## config.mk

```make
export PLATFORM = sky130hd
export DESIGN_NAME = mm_rsp
export DESIGN_NICKNAME = d
export VERILOG_FILES = /design/src/rtl/mm_ram_pkg.sv /design/src/rtl/mm_rsp.sv
export SDC_FILE = /design/constraint.sdc
export NUM_CORES = 1
export LEC_CHECK = 0
export ABC_CLOCK_PERIOD_IN_PS = 800
export BUFFER_PORTS_ARGS = -buffer_cell sky130_fd_sc_hd__clkbuf_2
export CAP_MARGIN = 20
export CORE_ASPECT_RATIO = 1.2
export CORE_UTILIZATION = 20
export CTS_BUF_LIST = sky130_fd_sc_hd__clkbuf_8
export CTS_CLUSTER_SIZE = 25
export DETAILED_ROUTE_END_ITERATION = 6
export PLACE_DENSITY_LB_ADDON = 0.15
export SETUP_SLACK_MARGIN = 0.05
export SLEW_MARGIN = 15
export SYNTH_ARGS = -nofsm -noshare
export SYNTH_HDL_FRONTEND = slang
export SYNTH_SLANG_ARGS = --single-unit
```

## constraint.sdc

```tcl
create_clock -name clk_i -period 0.8 [get_ports clk_i]
set_input_delay 0.12 -clock clk_i [delete_from_list [all_inputs] [get_ports clk_i]]
set_output_delay 0.12 -clock clk_i [all_outputs]
set_load 0.05 [all_outputs]
```

## src/rtl/mm_ram_pkg.sv

```systemverilog
// Shared types, memory map and test-control codes of the RAM wrapper.
// Peripheral addresses must lie above the RAM range, so the RAM byte
// address width stays at 24 bits or less.

package mm_ram_pkg;

  typedef logic [31:0] word_t;
  typedef logic [3:0]  be_t;
  typedef logic [7:0]  byte_t;
  typedef logic [4:0]  irq_id_t;

  // byte lanes that make up one word
  localparam int unsigned NUM_LANES = 4;

  // mask bit and acknowledge id of the timer interrupt
  localparam irq_id_t TIMER_IRQ_ID = 5'd7;

  // values written to the test status register
  localparam word_t PASS_CODE = 32'd123456789;
  localparam word_t FAIL_CODE = 32'd1;

  // test-control pseudo-registers
  localparam word_t TEST_STATUS_ADDR = 32'h2000_0000;
  localparam word_t EXIT_ADDR        = 32'h2000_0004;
  localparam word_t HALT_ADDR        = 32'h2000_0010;

  // timer registers
  localparam word_t TIMER_MASK_ADDR  = 32'h1500_0000;
  localparam word_t TIMER_CNT_ADDR   = 32'h1500_0004;

  // where the data read word comes from
  typedef enum logic {
    RSP_RAM,
    RSP_ZERO
  } rsp_src_t;

endpackage

```

## src/rtl/mm_rsp.sv

```systemverilog
// Response stage for both ports.
// Grants follow the requests directly; rvalid comes one cycle later.
// Data read words are taken from the lanes or forced to zero, depending
// on the registered source. Read data is only meaningful with rvalid.

`timescale 1ns/10ps

module mm_rsp (
  input  logic                 clk_i,
  input  logic                 rst_ni,

  input  logic                 instr_req_i,
  input  logic                 data_req_i,
  input  mm_ram_pkg::rsp_src_t rsp_src_i,

  input  mm_ram_pkg::byte_t [mm_ram_pkg::NUM_LANES-1:0] lane_a_rdata_i,
  input  mm_ram_pkg::byte_t [mm_ram_pkg::NUM_LANES-1:0] lane_b_rdata_i,

  output logic                 instr_gnt_o,
  output logic                 instr_rvalid_o,
  output mm_ram_pkg::word_t    instr_rdata_o,

  output logic                 data_rvalid_o,
  output mm_ram_pkg::word_t    data_rdata_o
);

  import mm_ram_pkg::*;

  rsp_src_t rsp_src_q;

  assign instr_gnt_o = instr_req_i;

  always_ff @(posedge clk_i or negedge rst_ni) begin
    if (!rst_ni) begin
      instr_rvalid_o <= 1'b0;
      data_rvalid_o  <= 1'b0;
      rsp_src_q      <= RSP_ZERO;
    end else begin
      instr_rvalid_o <= instr_req_i;
      data_rvalid_o  <= data_req_i;
      // source lines up with the registered lane bytes
      rsp_src_q      <= rsp_src_i;
    end
  end

  // lane 0 holds the least significant byte
  assign instr_rdata_o = lane_a_rdata_i;

  always_comb begin
    if (rsp_src_q == RSP_RAM) begin
      data_rdata_o = lane_b_rdata_i;
    end else begin
      data_rdata_o = '0;
    end
  end

endmodule

```

==> impl_metrics.env <==
export IMPL_vias=621
export IMPL_grt_pass1_wl_um=2766
export IMPL_rsz0062_at_grt="yes"
export IMPL_synth_seq_area_share_pct=13.96
export IMPL_initial_core_util_pct=21.42
export IMPL_die_h_um=59.28
export IMPL_ys_types=4
export IMPL_routabilityCongestion=0.6558
export IMPL_cp_end_kind="output port"
export IMPL_min_period_ns=1.379
export IMPL_violations="setup timing"
export IMPL_die_area_sq_mm=0.002948
export IMPL_clk_pin_slew_ns=0.03
export IMPL_cts_sinks=3
export IMPL_synth_avg_cell_area_sq_um=7.701
export IMPL_clock_fmax_mhz=725.3
export IMPL_via_per_inst=4.032
export IMPL_setup_viol=34
export IMPL_cts_root_buf="clkbuf_8"
export IMPL_ir_worst_vdd_mv=1.110
export IMPL_slew_headroom_pct=81.76
export IMPL_worstSetupStartpointType="flop"
export IMPL_period_share_pct=172.3
export IMPL_multi_input_area_sq_um=430.4
export IMPL_utilization_pct=56.81
export IMPL_pwr_share_seq_pct=10.7
export IMPL_first_global_vias=627
export IMPL_seqCellArea_sq_um=76.32
export IMPL_fillerInstances=224
export IMPL_combPwrFrac_pct=63.2
export IMPL_yosys_warnings=0
export IMPL_synth_cells=71
export IMPL_critPathRequiredTime_ns=0.68
export IMPL_outcome="complete, but fails checks"
export IMPL_worst_pin_slew_ns=0.2748
export IMPL_first_pass_iters=1
export IMPL_cts_max_level=1
export IMPL_setup_ws_ns=-0.5788
export IMPL_clockBufferDepth=2
export IMPL_worstHoldPathType="in -> reg"
export IMPL_antenna_found_initial=0
export IMPL_syn_nets=140
export IMPL_p_leak_nw=0.7693
export IMPL_core_sq_mm=0.002552
export IMPL_cts_tree="yes"
export IMPL_rows=20
export IMPL_grt_overflow=0
export IMPL_port_buffers=71
export IMPL_syn_area_sq_um=546.8
export IMPL_slew_violations=0
export IMPL_holdWs_ns=0.01586
export IMPL_layout_drive_gt1_share_pct=95.87
export IMPL_p_int_w=0.0009778
export IMPL_ys_ff_latch=3
export IMPL_routedWlPerCell_um=12.73
export IMPL_crit_chain="buf_4 > buf_12 > nor2b_4 > clkbuf_8"
export IMPL_drtIter0Drc=0
export IMPL_power_w=0.001593
export IMPL_cp_slowest_cell="dfstp_2"
export IMPL_p_per_area_mw_per_mm2=1099
export IMPL_ant_nets=0
export IMPL_crit_arrival_ns=1.26
export IMPL_power_frac_clock_pct=26.1
export IMPL_dieWidth_um=49.73
export IMPL_max_cap_viol_count=0
export IMPL_drt_wl_total_um=1960
export IMPL_diodes=0
export IMPL_grt_max_degree=9
export IMPL_swShare_pct=38.62
export IMPL_critical_path_class="reg -> out"
export IMPL_critical_path_max_stage_delay_ns=0.56
export IMPL_dp_hpwl_um=1387
export IMPL_p_sw_w=0.0006153
export IMPL_drc=0
export IMPL_areaGrowthSynthToFinish_pct=165.2
export IMPL_path_max_fanout=8
export IMPL_finalHoldViolations=0
export IMPL_boundaryPins=136
export IMPL_fin_nets=191
export IMPL_grt_usage_pct=12.61
export IMPL_numCtsBuffers=3
worst max-delay path, delay by kind of cell, from the launching register on:
kind	cells	cell delay [ns]
buffers and inverters	3	0.44
DFF	1	0.56
and+or+nand+nor	1	0.05
cell usage in the layout (no fill, tap or decap):
| cell type | n |
|---|---|
| dfrtp_1 | 2 |
| inv_1 | 1 |
| clkbuf_8 | 16 |
| buf_4 | 3 |
| nor2b_2 | 2 |
| buf_8 | 21 |
| dfstp_2 | 1 |
| buf_16 | 2 |
| dlygate4sd3_1 | 2 |
| clkbuf_2 | 37 |
| nor2b_4 | 30 |
| buf_12 | 4 |
power groups by stage:
stage | clock network [W] | registers, W | logic [W]
floorplan | 0 | 0.000192 | 0.000983
global placement | 0 | 0.000170 | 0.000736
detailed placement | 0 | 0.000171 | 0.000742
CTS | 0.000428 | 0.000169 | 0.000971
global route | 0.000442 | 0.000171 | 0.00104
finish | 0.000416 | 0.000170 | 0.00101
flip-flops by register name, indices dropped and copies added (netlist names):
signal	flops
data_rvalid_o	1
rsp_src_q	1
instr_rvalid_o	1
stage by stage:
stage / instances / cell area (sq um) / setup WS, ns / TNS (ns)
2_1_floorplan: 71 / 814.5 / -0.2304 / -7.278
3_3_place_gp: 142 / 950.9 / -0.4224 / -12.22
3_5_place_dp: 142 / 950.9 / -0.4406 / -12.52
4_1_cts: 154 / 1424 / -0.5882 / -18.60
5_1_grt: 154 / 1450 / -0.6077 / -19.05
6_report: 154 / 1450 / -0.5788 / -18.05
cells in the mapped netlist:
cell / count / area, sq um
buf_4: 36 / 270.3
dfstp_2: 1 / 26.28
nor2b_1: 32 / 200.2
dfrtp_1: 2 / 50.05
layer usage:
metal / track usage (%) / vias up / share of wire [%]
met5: 0 / - / 0
met2: 26.64 / 55 / 59
met1: 8.951 / 268 / 25
met4: 11.02 / 0 / 3.6
met3: 2.821 / 20 / 11
li1: - / 278 / -
cell type report:
type / count / share of cell area [%]
Clock buffer: 3 / 2.847
Clock inverter: 1 / 0.2588
Multi-Input combinational cell: 32 / 29.68
Sequential cell: 3 / 5.263
Tap cell: 33 / 2.847
Timing Repair Buffer: 82 / 59.10
logic make-up after synthesis:
logic type	after synthesis	synth area share, %
flops	3	13.96
simple gates	32	36.61
buf+inv	36	49.43
final timing paths:
path,start,end,slack (ns),depth (start not counted)
min in group asynchronous,rst_ni,instr_rvalid_o,0.27,2
worst min-delay path,data_req_i,data_rvalid_o,0.02,1
max in group asynchronous,rst_ni,rsp_src_q,0.33,2
worst max-delay path,rsp_src_q,data_rdata_o[18],-0.58,4
what timing repair did:
item,in CTS,in global routing
hold endpoints to repair,4,0
hold buffers,2,0
setup buffers,4,0
endpoints found under the setup margin,34,34
gates cloned,2,0
gates resized for setup,73,21
Note: power is estimated with default switching activity, not from simulation.
