[config.mk]
export PLATFORM = sky130hd
export DESIGN_NAME = mm_timer
export DESIGN_NICKNAME = d
export VERILOG_FILES = /design/src/rtl/mm_ram_pkg.sv /design/src/rtl/mm_timer.sv
export SDC_FILE = /design/constraint.sdc
export NUM_CORES = 1
export LEC_CHECK = 0
export BUFFER_PORTS_ARGS = -buffer_cell sky130_fd_sc_hd__buf_4
export CORE_MARGIN = 10
export CORE_UTILIZATION = 50
export CTS_CLUSTER_DIAMETER = 50
export DETAILED_ROUTE_END_ITERATION = 10
export PLACE_DENSITY = 0.78
export RECOVER_POWER = 25
export SETUP_SLACK_MARGIN = 0.02
export SYNTH_ARGS = -nofsm -noshare
export SYNTH_HDL_FRONTEND = slang
export SYNTH_SLANG_ARGS = --single-unit
[constraint.sdc]
create_clock -name clk_i -period 2.6 [get_ports clk_i]
set_input_delay 0.26 -clock clk_i [delete_from_list [all_inputs] [get_ports clk_i]]
set_output_delay 0.26 -clock clk_i [all_outputs]
set_load 0.005 [all_outputs]
[src/rtl/mm_ram_pkg.sv]
// Shared types, memory map and test-control codes of the RAM wrapper.
// Peripheral addresses must lie above the RAM range, so the RAM byte
// address width stays at 24 bits or less.

package mm_ram_pkg;

  typedef logic [31:0] word_t;
  typedef logic [3:0]  be_t;
  typedef logic [7:0]  byte_t;
  typedef logic [4:0]  irq_id_t;

  // byte lanes that make up one word
  localparam int unsigned NUM_LANES = 4;

  // mask bit and acknowledge id of the timer interrupt
  localparam irq_id_t TIMER_IRQ_ID = 5'd7;

  // values written to the test status register
  localparam word_t PASS_CODE = 32'd123456789;
  localparam word_t FAIL_CODE = 32'd1;

  // test-control pseudo-registers
  localparam word_t TEST_STATUS_ADDR = 32'h2000_0000;
  localparam word_t EXIT_ADDR        = 32'h2000_0004;
  localparam word_t HALT_ADDR        = 32'h2000_0010;

  // timer registers
  localparam word_t TIMER_MASK_ADDR  = 32'h1500_0000;
  localparam word_t TIMER_CNT_ADDR   = 32'h1500_0004;

  // where the data read word comes from
  typedef enum logic {
    RSP_RAM,
    RSP_ZERO
  } rsp_src_t;

endpackage

[src/rtl/mm_timer.sv]
// Countdown timer with a maskable interrupt.
// A count of N raises the request N cycles after the load, if the mask
// bit TIMER_IRQ_ID is set. The request holds until acknowledged.
// Register writes stall the countdown and the acknowledge for that edge.

`timescale 1ns/10ps

module mm_timer (
  input  logic                clk_i,
  input  logic                rst_ni,

  input  logic                mask_we_i,
  input  logic                cnt_we_i,
  input  mm_ram_pkg::word_t   wdata_i,

  input  logic                irq_ack_i,
  input  mm_ram_pkg::irq_id_t irq_id_i,
  output logic                irq_timer_o
);

  import mm_ram_pkg::*;

  // only the timer bit of the mask is kept
  logic  mask_q;
  word_t cnt_q;
  logic  irq_q;

  always_ff @(posedge clk_i or negedge rst_ni) begin
    if (!rst_ni) begin
      mask_q <= 1'b0;
      cnt_q  <= '0;
      irq_q  <= 1'b0;
    end else if (mask_we_i) begin
      mask_q <= wdata_i[TIMER_IRQ_ID];
    end else if (cnt_we_i) begin
      cnt_q <= wdata_i;
    end else begin
      if (cnt_q != '0) begin
        cnt_q <= cnt_q - 1'b1;
      end
      // expiry on the 1 to 0 step
      if (cnt_q == word_t'(1) && mask_q) begin
        irq_q <= 1'b1;
      end
      // acknowledge beats a same-edge expiry
      if (irq_ack_i && irq_id_i == TIMER_IRQ_ID) begin
        irq_q <= 1'b0;
      end
    end
  end

  assign irq_timer_o = irq_q;

endmodule

==> results.txt <==
The flow ran to the end, but the final reports show violations. The checks that failed: max-capacitance violations, max-slew violations. In this run the deepest clock path goes through 2 buffers. The part of the power in combinational logic is 0.267.

The number of port buffers came out at 42. After synthesis the cells add up to 2250 µm². The worst setup path is of the register to register kind. Across the routed clock network, the largest skew measured is 4.08 ps.

The starting utilization of the core area came out at 0.516. The post-layout worst setup margin came out at 126 ps. The instance count of the mapped netlist is 272.

The min-delay analysis places its worst path in the category input pin to register. The leakage power total is 0.00115 µW. The die area is 7570 µm². The library cell used most frequently in the layout, excluding fill and tap cells, is sky130_fd_sc_hd__buf_4.

After floorplanning, the core was sized to cover 4350 µm². The die span in y is 87.0 µm. The number of levels the H-tree was split into is 2. The count of unique library cells instantiated by Yosys came out at 44. When the netlist entered floorplanning its net count stood at 316.

The largest voltage drop on the vdd net came out at 0.000265 V. The CTS sink count is 34. The sequential group share of total power came out at 0.470.

The chip width is 87.0 µm. The clock tree from TritonCTS is yes. Derived from the worst setup path, the maximum achievable clock frequency is 404 MHz. In the post-synthesis netlist, the biggest area contributors are sky130_fd_sc_hd__dfrtp_1, sky130_fd_sc_hd__o21ai_0, sky130_fd_sc_hd__nor2_1. In this run, synthesis produced a sequential element count of 34. The count of pins on the block boundary came out at 43.

STA classifies the critical path endpoint as a register. Setup repair after global routing could not meet its margin everywhere. The post-synthesis area per instance is 8.26 µm². The via count of the first global-routing pass is 2455. The HPWL reported at the end of detailed placement came out at 4.88 mm. The top cell types in the final layout, fill and taps aside, are sky130_fd_sc_hd__buf_4, sky130_fd_sc_hd__o21ai_0, sky130_fd_sc_hd__dfrtp_1.

The number of antenna repair diodes is 0. The proportion of layout cells with a drive suffix above 1 came out at 0.268. The signed area change from the synthesized netlist to the final layout came out at 26.0%. The CTS buffer count is 5. Of the total power, the clock network draws 0.263. The internal power of the cells totals 993 µW.

The switching power of the nets came out at 483 µW. The aggregate routed wire length came out at 6.73 mm. The overall track demand over capacity in global routing is 0.180. Of the post-synthesis cell area, the dominant cell type holds 0.379.

The average vias per placed instance came out at 6.39. The number of search-and-repair iterations in the first detailed-routing pass is 4. The post-layout net count came out at 366. The remaining antenna violation count came out at 0. The number of maximum-capacitance violations is 1. The slew at the pin closest to its max-slew limit came out at 1940 ps. The post-placement setup slack came out at 86.6 ps.

The worst pin sits at a relative slew slack of -0.292. The later-pin clock latency in the skew report is 280 ps. The share of the yosys chip area belonging to registers came out at 0.379. The number of cell rows came out at 24.

The summed negative setup slack over all endpoints came out at 0 ps. After global routing the overflow that remains totals 0. The highest net fanout along the worst path came out at 10. The number of max-slew violations in the final report came out at 35. The clock period minus final worst setup slack is 2470 ps. The tree is rooted in a sky130_fd_sc_hd__clkbuf_8. The tightest hold margin came out at 221 ps. In this run, synthesis inferred 0 flip-flops with an integrated enable. The most used flip-flop cell after synthesis is sky130_fd_sc_hd__dfrtp_1. The slack of the worst reg-to-reg path came out at 130 ps. The DRC violation count after routing came out at 0. The wire length of the first global-routing pass is 11.2 mm.

After detailed routing, the average wire length per cell comes to 18.0 µm. STA puts the critical path data arrival time at 2630 ps. The number of endpoints failing setup at the final stage is 0. The number of antenna violations at the first check in global routing came out at 0. The worst setup path is launched from a register. Of all cell types, the one taking the most synthesized area is sky130_fd_sc_hd__dfrtp_1. The Yosys warning count is 0. The count of routing violations after the opening detailed-route iteration is 161. The clock-pin slew of the registers on the worst-case setup and hold paths came out at 70 ps. The final weighted congestion in routability-driven placement is 0.852.

The number of hold violations in the final report came to 0. The power density relative to cell area is 522 nW/µm². The maximum number of pins on one net before global-route repair is 66. The post-route clock period utilization came out at 0.951. Of the total power, the share spent switching nets is 0.327.

The worst endpoint required time came out at 2760 ps. The share of flip-flops with an asynchronous set or reset after synthesis came out at 1.00. The number of inserted filler cells in the final layout came out at 398. The detailed router placed 2383 vias in this run.
final timing paths:
path | startpoint | to | cells past startpoint
min in group asynchronous | rst_ni | cnt_q[19] | 2
hold / removal | irq_id_i[0] | irq_timer_o | 2
max in group asynchronous | rst_ni | cnt_q[31] | 2
setup reg to reg | cnt_q[12] | cnt_q[29] | 5
setup / recovery | cnt_q[12] | cnt_q[29] | 5
hold reg to reg | mask_q | mask_q | 1
registers in the layout, summed over array words and instances (netlist names):
name	count
mask_q	1
irq_timer_o	1
cnt_q	32
cell families (layout without fill, tap and decap cells):
group	count (synthesis)	after routing	synth area share
AOI/OAI and AO/OA	94	94	0.271
muxes	2	2	0.00947
and+or+nand+nor	114	114	0.285
adders and majority gates	2	2	0.0111
DFF	34	34	0.379
buffers and inverters	26	75	0.0451
Yosys cell counts, types with 2 or more instances:
cell type	instances
sky130_fd_sc_hd__nand2b_1	2
sky130_fd_sc_hd__nand2_1	12
sky130_fd_sc_hd__clkbuf_1	18
sky130_fd_sc_hd__o22ai_1	6
sky130_fd_sc_hd__a21o_1	3
sky130_fd_sc_hd__nand4_1	2
sky130_fd_sc_hd__o2bb2ai_1	4
sky130_fd_sc_hd__a22o_1	6
sky130_fd_sc_hd__and4_1	2
sky130_fd_sc_hd__nor3_1	15
sky130_fd_sc_hd__nor3b_1	2
sky130_fd_sc_hd__and3_1	3
sky130_fd_sc_hd__buf_2	3
sky130_fd_sc_hd__dfrtp_1	34
sky130_fd_sc_hd__a41oi_1	3
sky130_fd_sc_hd__inv_1	5
sky130_fd_sc_hd__ha_1	2
sky130_fd_sc_hd__nor4_1	11
sky130_fd_sc_hd__nor2_1	33
sky130_fd_sc_hd__a21oi_1	16
sky130_fd_sc_hd__or2_2	2
sky130_fd_sc_hd__or4_1	8
sky130_fd_sc_hd__o21ai_0	34
sky130_fd_sc_hd__nand3_1	6
sky130_fd_sc_hd__a22oi_1	7
sky130_fd_sc_hd__nor4_2	4
sky130_fd_sc_hd__a211oi_1	7
sky130_fd_sc_hd__or3_1	6
layer usage:
metal / GRT usage / part of all wire
met1: 0.210 / 0.42
met5: 0 / 0
met2: 0.300 / 0.49
met3: 0.0478 / 0.075
met4: 0.0781 / 0.016
layout make-up:
| type | count | area (µm²) | share of cell area |
|---|---|---|---|
| Multi-Input combinational cell | 212 | 1330 | 0.471 |
| Sequential cell | 34 | 851 | 0.301 |
| Timing Repair Buffer | 64 | 480 | 0.170 |
| Clock buffer | 6 | 82.6 | 0.0292 |
| Tap cell | 52 | 65.1 | 0.0230 |
| Inverter | 5 | 18.8 | 0.00663 |
worst max-delay path, stage by stage, from the launching register on:
cell and delay, ps:
sky130_fd_sc_hd__dfrtp_1 420, sky130_fd_sc_hd__or4_4 570, sky130_fd_sc_hd__or4_4 600, sky130_fd_sc_hd__or3_1 400, sky130_fd_sc_hd__o311ai_2 250, sky130_fd_sc_hd__o211ai_2 120
power groups by stage:
stage               clock network, µW  logic, µW  registers [µW]
finish                            388        395             694
global route                      416        439             709
CTS                               396        380             691
detailed placement                  0        377             700
global placement                    0        365             693
floorplan                           0        226             682
through the flow:
step / std cells / cell area (µm²) / total power [µW] / util
after floorplan: 272 / 2250 / 908 / -
after global placement: 363 / 2690 / 1060 / 0.617
after detailed placement: 363 / 2690 / 1080 / 0.617
after CTS: 370 / 2780 / 1470 / 0.638
after global routing: 373 / 2830 / 1560 / 0.650
final: 373 / 2830 / 1480 / 0.650
timing repair:
action	in CTS	in global routing
setup buffers	0	2
endpoints found under the hold margin	34	0
hold buffers	1	0
resized for setup	0	7
endpoints found under the setup margin	0	13
(Power assumes the default switching activity.)
