`src/rtl/mm_ram_pkg.sv`:
```
// Shared types, memory map and test-control codes of the RAM wrapper.
// Peripheral addresses must lie above the RAM range, so the RAM byte
// address width stays at 24 bits or less.

package mm_ram_pkg;

  typedef logic [31:0] word_t;
  typedef logic [3:0]  be_t;
  typedef logic [7:0]  byte_t;
  typedef logic [4:0]  irq_id_t;

  // byte lanes that make up one word
  localparam int unsigned NUM_LANES = 4;

  // mask bit and acknowledge id of the timer interrupt
  localparam irq_id_t TIMER_IRQ_ID = 5'd7;

  // values written to the test status register
  localparam word_t PASS_CODE = 32'd123456789;
  localparam word_t FAIL_CODE = 32'd1;

  // test-control pseudo-registers
  localparam word_t TEST_STATUS_ADDR = 32'h2000_0000;
  localparam word_t EXIT_ADDR        = 32'h2000_0004;
  localparam word_t HALT_ADDR        = 32'h2000_0010;

  // timer registers
  localparam word_t TIMER_MASK_ADDR  = 32'h1500_0000;
  localparam word_t TIMER_CNT_ADDR   = 32'h1500_0004;

  // where the data read word comes from
  typedef enum logic {
    RSP_RAM,
    RSP_ZERO
  } rsp_src_t;

endpackage

```
`src/rtl/mm_addr_decode.sv`:
```
// Combinational decoder for the data port.
// Every request is granted in its own cycle. Addresses below
// 2**RAM_ADDR_WIDTH go to the RAM; unmapped reads return zero and
// unmapped writes are dropped. Byte enables only affect RAM writes.

`timescale 1ns/10ps

module mm_addr_decode #(
  parameter int unsigned RAM_ADDR_WIDTH = 16
) (
  input  logic                      data_req_i,
  input  logic                      data_we_i,
  input  mm_ram_pkg::word_t         data_addr_i,
  input  mm_ram_pkg::word_t         data_wdata_i,
  input  mm_ram_pkg::be_t           data_be_i,

  output logic                      data_gnt_o,
  output logic                      lane_req_o,
  output mm_ram_pkg::be_t           lane_we_o,
  output logic [RAM_ADDR_WIDTH-3:0] ram_word_o,
  output mm_ram_pkg::rsp_src_t      rsp_src_o,

  output logic                      tests_passed_o,
  output logic                      tests_failed_o,
  output logic                      exit_valid_o,
  output mm_ram_pkg::word_t         exit_value_o,

  output logic                      timer_mask_we_o,
  output logic                      timer_cnt_we_o
);

  import mm_ram_pkg::*;

  logic ram_hit;
  logic wr_req;
  logic status_hit;
  logic exit_hit;
  logic halt_hit;

  // the RAM occupies the bottom of the address space
  assign ram_hit = (data_addr_i[$bits(word_t)-1:RAM_ADDR_WIDTH] == '0);
  assign wr_req  = data_req_i & data_we_i;

  assign status_hit = (data_addr_i == TEST_STATUS_ADDR);
  assign exit_hit   = (data_addr_i == EXIT_ADDR);
  assign halt_hit   = (data_addr_i == HALT_ADDR);

  // no wait states anywhere
  assign data_gnt_o = data_req_i;

  assign ram_word_o = data_addr_i[RAM_ADDR_WIDTH-1:2];

  always_comb begin
    lane_req_o = 1'b0;
    lane_we_o  = '0;
    rsp_src_o  = RSP_ZERO;

    if (ram_hit) begin
      rsp_src_o  = RSP_RAM;
      lane_req_o = data_req_i;
      if (wr_req) begin
        lane_we_o = data_be_i;
      end
    end
  end

  // test-control strobes, only in the write cycle
  always_comb begin
    tests_passed_o = 1'b0;
    tests_failed_o = 1'b0;
    exit_valid_o   = 1'b0;
    exit_value_o   = '0;

    if (wr_req && !ram_hit) begin
      if (status_hit) begin
        // other status values are ignored
        tests_passed_o = (data_wdata_i == PASS_CODE);
        tests_failed_o = (data_wdata_i == FAIL_CODE);
      end else if (exit_hit) begin
        exit_valid_o = 1'b1;
        exit_value_o = data_wdata_i;
      end else if (halt_hit) begin
        // halt exits with value zero
        exit_valid_o = 1'b1;
      end
    end
  end

  // timer register writes
  assign timer_mask_we_o = wr_req & !ram_hit & (data_addr_i == TIMER_MASK_ADDR);
  assign timer_cnt_we_o  = wr_req & !ram_hit & (data_addr_i == TIMER_CNT_ADDR);

endmodule

```
`config.mk`:
```
export PLATFORM = sky130hd
export DESIGN_NAME = mm_addr_decode
export DESIGN_NICKNAME = d
export VERILOG_FILES = /design/src/rtl/mm_ram_pkg.sv /design/src/rtl/mm_addr_decode.sv
export SDC_FILE = /design/constraint.sdc
export NUM_CORES = 1
export LEC_CHECK = 0
export BUFFER_PORTS_ARGS = -buffer_cell sky130_fd_sc_hd__buf_2
export CAP_MARGIN = 0
export CORE_MARGIN = 2
export CORE_UTILIZATION = 29
export DETAILED_ROUTE_END_ITERATION = 8
export GPL_TIMING_DRIVEN = 0
export PLACE_DENSITY_LB_ADDON = 0.3
export SLEW_MARGIN = 20
export SYNTH_ARGS = -nofsm -noshare
export SYNTH_HDL_FRONTEND = slang
export SYNTH_SLANG_ARGS = --single-unit
```
`constraint.sdc`:
```
create_clock -name vclk -period 3.9
set_input_delay 0.39 -clock vclk [all_inputs]
set_output_delay 0.39 -clock vclk [all_outputs]
set_load 0.02 [all_outputs]
```
==> impl_metrics.yaml, run 1 <==
status:
  status: "finished, final reports clean"
sta:
  final.min_clock_period_ns: 2.46
  grt_setup_unrepaired: "no"
  timing.slew.headroom: 0.769
  worst_pin_slew_ns: 0.344
  fin_crit_sh: 0.630
  setup_violations: 0
  hold-worst-slack_ns: 1.10
  slew_violations: 0
  clock.fmax_ghz: 0.407
  tns_ns: 0
  hold_violations: 0
layout:
  seqCellArea_um2: 0
  nFillCells: 237
  drive_gt1_frac: 0.649
  nClkBuffers: 0
  flops_and_latches: 0
  final_cell_mix: "buf_2, and2_1, buf_4, nor4_1, nor2_1"
  final_common_cell: "buf_2"
  nets: 303
  area_growth_pct: 102
  final_core_util: 0.611
  fin_cells: 259
  antenna_cells: 0
power_and_ir_drop:
  ir_drop_v: 0.0000395
  combPwrFrac: 1.000
  swShare: 0.454
  powerDensity_mw_per_mm2: 61.0
  p_leak_nw: 0.812
  clockPowerShare: 0
  p_switching_w: 0.0000370
  p_int_w: 0.0000446
  power_frac_seq: 0
place:
  dp.cells: 259
  numPortBuffers: 128
  hpwl_mm: 2.40
  place_congestion: 0.774
synthesis:
  netlist.area_leader.share: 0.350
  synthTopCellsByArea: "and2_1, buf_4, nor4_1"
  yosys.area.top_type: "and2_1"
  yosys.cell_types.count: 18
  syn_avg_cell_area_um2: 6.43
  synth-seq-area-share: 0
  synth_fp_nets: 173
  syn-cell-area_um2: 662
  yosys_warnings: 0
  syn_inst: 103
route:
  routed_wl_mm: 2.61
  final_antenna_net_count: 0
  via_per_inst: 4.57
  routedWlPerCell_um: 10.1
  vias: 1183
  firstDrtPassIters: 4
  drcViolationCount: 0
  initialDrtViolationCount: 12
critical_path:
  worstPathRequired_ns: 3.51
  worstPathCellList: "buf_2 > nor4_1 > nand4_1 > nor4_2 > buf_2 > and2_1 > buf_2"
  critPathTopFamily: "simple AND/OR/NAND/NOR gates"
  path_common_cell: "buf_2"
  critPathSlowestCell: "nor4_2"
  arrival_ns: 2.07
  critPathMaxFanout: 10
  cp-start-kind: "primary input"
  crit_buf_inv: 3
  critPathMaxStageDelay_ns: 0.45
  crit_path_start: "data_addr_i[1]"
  worst_setup_path_end_kind: "output port"
  worstSetupPathType: "primary input to output port"
global_route:
  grt_max_degree: 11
  grt.total_usage: 0.173
  grt_overflow: 0
  antenna_found_initial: 0
  grt_pass1_vias: 957
  grt_pass1_wl_mm: 3.75
floorplanning:
  start_util: 0.302
  num_io_pins: 128
  die_area_mm2: 0.00268
  die_w_um: 51.8
  dieHeight_um: 51.8
  rows: 17
  core_mm2: 0.00219
clock_tree:
  post_cts_resized: 0
  hold_buffers: 0
  cts_setup_buffers: 0
job:
  drv_cap: 0
worst_hold_path:
  hp-class: "primary input to output port"
  min_from: "data_be_i[3]"
-- stage by stage --
stage / setup slack [ns] / total power [W] / area, um2
after floorplan: 1.60 / 0.0000310 / 662
after global placement: 1.41 / 0.0000806 / 1340
after detailed placement: 1.42 / 0.0000819 / 1340
after CTS: 1.40 / 0.0000822 / 1340
after global routing: 1.19 / 0.0000899 / 1340
final: 1.44 / 0.0000816 / 1340
-- logic make-up (layout without fill, tap and decap cells) --
kind of cell  count (synthesis)  count (layout)  synth area share
simple gates                 83              83             0.788
buf+inv                      19             147             0.198
xor+xnor                      1               1            0.0132
-- power groups by stage --
stage | Clock, W | Combinational [W] | Sequential [W]
after floorplan | 0 | 0.0000310 | 0
after global placement | 0 | 0.0000806 | 0
after detailed placement | 0 | 0.0000819 | 0
after CTS | 0 | 0.0000822 | 0
after global routing | 0 | 0.0000899 | 0
final | 0 | 0.0000816 | 0
-- synth_stat cells (all sizes together) --
cell type / count
nor2: 8
nand2b: 1
nand4: 6
xnor2: 1
nand4b: 2
nand3: 4
or4: 3
nor4: 14
nor3b: 1
and2: 37
or2: 1
nand2: 1
or3: 1
inv: 1
nor3: 4
buf: 18
-- path summary, 6_finish.rpt --
path	end	slack, ns	cells after the start
worst min-delay path	lane_we_o[3]	1.10	3
worst max-delay path	exit_value_o[13]	1.44	7
-- per-layer routing --
layer | track usage | routed length [um] | vias up
met5 | 0 | 0 | -
met4 | 0.00439 | 0 | 0
met3 | 0.0259 | 268 | 0
met2 | 0.342 | 1330 | 66
met1 | 0.203 | 1010 | 502
li1 | - | - | 615
-- area by class of cell --
| type | count | area (um2) | area share |
|---|---|---|---|
| plain buffers | 18 | 128 | 0.0954 |
| inverters | 1 | 3.75 | 0.00281 |
| multi-input cells | 84 | 531 | 0.397 |
| well taps | 28 | 35.0 | 0.0262 |
| repair buffers | 128 | 641 | 0.479 |
No activity file was read; power rests on OpenSTA's default activity.
==> inputs of run 2 (changes only) <==
- CORE_UTILIZATION: 29 -> 27
- clock period: 3.9 -> 2.5 ns (I/O delays scaled with it)
==> run 2 against run 1 <==
Against the previous run: setup slack got worse by 1.1 ns; core utilization decreased by 1.7 points; cell area unchanged; via count decreased by 0.93%; non-clock buffer count unchanged; global-route usage decreased by 1.0 points; wire length increased by 3.9%; critical path type unchanged; clock-buffer cell count unchanged; worst hold slack got worse by 0.28 ns; total power increased by 56%.
==> impl_metrics.yaml, run 2 (synthesis gave the netlist of run 1 again) <==
power_and_ir_drop:
  clockPowerShare: 0
  combPwrFrac: 1.000
  ir_drop_v: 0.0000602
  p_leak_nw: 0.812
  report.power.total_w: 0.000127
  powerDensity_mw_per_mm2: 95.2
  p_int_w: 0.0000695
  swShare: 0.454
  p_switching_w: 0.0000579
  power_frac_seq: 0
place:
  dp.cells: 259
  place_congestion: 0.791
  pre_cts_ws_ns: 0.278
  hpwl_mm: 2.51
  numPortBuffers: 128
layout:
  nFillCells: 249
  nets: 303
  area_growth_pct: 102
  antenna_cells: 0
  final_core_util: 0.593
  drive_gt1_frac: 0.649
  nClkBuffers: 0
  flops_and_latches: 0
  final_common_cell: "buf_2"
  fin_cells: 259
  final_cell_mix: "buf_2, and2_1, buf_4, nor4_1, nor2_1"
  seqCellArea_um2: 0
critical_path:
  arrival_ns: 1.94
  worstSetupPathType: "primary input to output port"
  worst_setup_path_end_kind: "output port"
  cp-start-kind: "primary input"
  critPathMaxFanout: 10
  worstPathRequired_ns: 2.25
floorplanning:
  num_io_pins: 128
  start_util: 0.294
  die_w_um: 53.5
  dieHeight_um: 53.5
  die_area_mm2: 0.00286
  rows: 17
  core_mm2: 0.00225
route:
  vias: 1172
  initialDrtViolationCount: 5
  drcViolationCount: 0
  routedWlPerCell_um: 10.5
  via_per_inst: 4.53
  firstDrtPassIters: 4
  final_antenna_net_count: 0
  routed_wl_mm: 2.71
global_route:
  antenna_found_initial: 0
  grt_pass1_vias: 960
  grt_overflow: 0
  grt_pass1_wl_mm: 3.67
  grt_max_degree: 11
  grt.total_usage: 0.163
worst_hold_path:
  min_to: "ram_word_o[5]"
  whs_path_depth: 3
  min_from: "data_addr_i[7]"
  hp-class: "primary input to output port"
clock_tree:
  post_cts_resized: 0
  hold_buffers: 0
  cts_setup_buffers: 0
sta:
  worst_pin_slew_ns: 0.361
  slew_violations: 0
  fin_ws_ns: 0.313
  fin_crit_sh: 0.875
  setup_violations: 0
  grt_setup_unrepaired: "no"
  timing.slew.headroom: 0.758
  tns_ns: 0
  final.min_clock_period_ns: 2.19
  hold_violations: 0
  clock.fmax_ghz: 0.457
job:
  drv_cap: 0
status:
  status: "finished, final reports clean"
run 2: worst max-delay path: stages:
cell and delay [ns]:
buf_2 0.09, nor4_1 0.29, nand4_1 0.28, nor4_2 0.47, buf_2 0.26, and2_1 0.14
buf_2 0.16
run 2: area by class of cell:
class	instances	area, um2	area share
tap	28	35.0	0.0262
timing repair buffer	128	641	0.479
multi-input combinational	84	531	0.397
buffer	18	128	0.0954
inverter	1	3.75	0.00281
run 2: worst max path at each step:
stage	endpoint	slack, ns	start
2_1_floorplan	tests_failed_o	0.48	data_addr_i[13]
3_3_place_gp	exit_value_o[20]	0.27	data_addr_i[13]
3_5_place_dp	exit_value_o[20]	0.28	data_addr_i[13]
4_1_cts	exit_value_o[20]	0.28	data_addr_i[13]
5_1_grt	exit_value_o[7]	0.09	data_addr_i[1]
6_report	exit_value_o[20]	0.31	data_addr_i[1]
run 2: per-stage QoR:
stage | cell area, um2 | hold WS [ns]
6_report | 1340 | 0.817
4_1_cts | 1340 | 0.818
2_1_floorplan | 662 | 0.552
3_3_place_gp | 1340 | 0.817
5_1_grt | 1340 | 0.829
3_5_place_dp | 1340 | 0.818
run 2: power groups by stage:
stage | sequential (W) | clock [W] | combinational, W
CTS | 0 | 0 | 0.000128
detailed placement | 0 | 0 | 0.000128
floorplan | 0 | 0 | 0.0000483
global placement | 0 | 0 | 0.000126
global route | 0 | 0 | 0.000140
finish | 0 | 0 | 0.000127
run 2: metal layers:
metal  vias up  part of all wire  track usage  wire length [um]
met5         -                 0            0                 0
met4         0                 0       0.0128                 0
met3         0              0.12       0.0198               312
met2        62              0.52        0.317              1420
met1       501              0.36        0.193               975
li1        609                 -            -                 -
==> inputs of run 3 (changes only) <==
==> constraint.sdc (replaced) <==
create_clock -name vclk -period 2.5
set_input_delay 0.25 -clock vclk [all_inputs]
set_output_delay 0.25 -clock vclk [all_outputs]
set_load 0.05 [all_outputs]
==> run 3 against run 2 <==
Against the previous run: die area unchanged; sequential share of layout area unchanged; final cell count unchanged; non-clock buffer count unchanged; sequential cell count unchanged; maximum frequency down 4.0%; via count up 0.51%; setup slack worse by 0.092 ns.
==> impl_metrics.yaml, run 3 (synthesis gave the netlist of run 1 again) <==
place:
  place_congestion: 0.791
  hpwl_mm: 2.51
  place_area_mm2: 0.00134
  dp.cells: 259
  numPortBuffers: 128
global_route:
  grt.total_usage: 0.163
  grt_pass1_wl_mm: 3.67
  antenna_found_initial: 0
  grt_max_degree: 11
  grt_pass1_vias: 960
  grt_overflow: 0
route:
  initialDrtViolationCount: 5
  routedWlPerCell_um: 10.5
  drcViolationCount: 0
  firstDrtPassIters: 4
  routed_wl_mm: 2.71
  final_antenna_net_count: 0
  via_per_inst: 4.55
  vias: 1178
layout:
  antenna_cells: 0
  flops_and_latches: 0
  nClkBuffers: 0
  seqCellArea_um2: 0
  drive_gt1_frac: 0.649
  fin_cells: 259
  final_common_cell: "buf_2"
  nets: 303
  final_cell_mix: "buf_2, and2_1, buf_4, nor4_1, nor2_1"
  area_growth_pct: 103
  fin_area_mm2: 0.00135
  nFillCells: 247
sta:
  setup_violations: 0
  hold-worst-slack_ns: 0.883
  clock.fmax_ghz: 0.439
  final.min_clock_period_ns: 2.28
  slew_violations: 0
  timing.slew.headroom: 0.798
  fin_crit_sh: 0.912
  worst_pin_slew_ns: 0.303
  hold_violations: 0
  tns_ns: 0
  grt_setup_unrepaired: "no"
floorplanning:
  die_w_um: 53.5
  start_util: 0.294
  rows: 17
  num_io_pins: 128
  dieHeight_um: 53.5
  die_area_mm2: 0.00286
  core_mm2: 0.00225
status:
  status: "finished, final reports clean"
critical_path:
  cp-start-kind: "primary input"
  arrival_ns: 2.03
  worstSetupPathType: "primary input to output port"
  worstPathRequired_ns: 2.25
  critPathMaxFanout: 5
  worst_setup_path_end_kind: "output port"
power_and_ir_drop:
  powerDensity_mw_per_mm2: 117
  combPwrFrac: 1.000
  swShare: 0.557
  p_leak_nw: 0.824
  p_int_w: 0.0000696
  clockPowerShare: 0
  p_switching_w: 0.0000874
  ir_drop_v: 0.0000870
  power_frac_seq: 0
worst_hold_path:
  hp-class: "primary input to output port"
clock_tree:
  cts_setup_buffers: 0
job:
  drv_cap: 0
## run 3: power groups by stage
stage                     registers, W  clock network, W  logic [W]
final                                0                 0   0.000157
after global routing                 0                 0   0.000170
after CTS                            0                 0   0.000158
after detailed placement             0                 0   0.000157
after global placement               0                 0   0.000155
after floorplan                      0                 0  0.0000779
## run 3: timing repair
| action | 4_1_cts | 5_1_grt |
|---|---|---|
| hold buffers | 0 | 0 |
| resized for setup | 0 | 1 |
| setup endpoints to repair | 0 | 5 |
## run 3: path summary, 6_finish.rpt
check | start | to | slack, ns | depth (start not counted)
setup / recovery | data_addr_i[1] | tests_failed_o | 0.22 | 6
hold / removal | data_req_i | lane_req_o | 0.88 | 4
## run 3: per-layer routing
metal,up-vias,GRT usage,part of all wire
met1,506,0.193,0.36
met2,62,0.317,0.53
met5,-,0,0
met4,0,0.0128,0
met3,0,0.0198,0.12
li1,610,-,-
## run 3: critical path, stage by stage
cell and delay [ns]:
buf_2 0.09, nor4_1 0.29, nand4_1 0.31, or4_1 0.59
nor3_1 0.20, buf_2 0.29
## run 3: metrics by stage
step / setup WS (ns) / utilization / total power (W)
global route: 0.0474 / 0.597 / 0.000170
floorplan: -0.115 / - / 0.0000779
global placement: 0.167 / 0.593 / 0.000155
detailed placement: 0.178 / 0.593 / 0.000157
CTS: 0.177 / 0.593 / 0.000158
finish: 0.221 / 0.597 / 0.000157
## run 3: final cells by class
type                       instances  area, um2  area share
timing repair buffer             128        641       0.476
multi-input combinational         84        539       0.401
buffer                            18        128      0.0948
tap                               28       35.0      0.0260
inverter                           1       3.75     0.00279
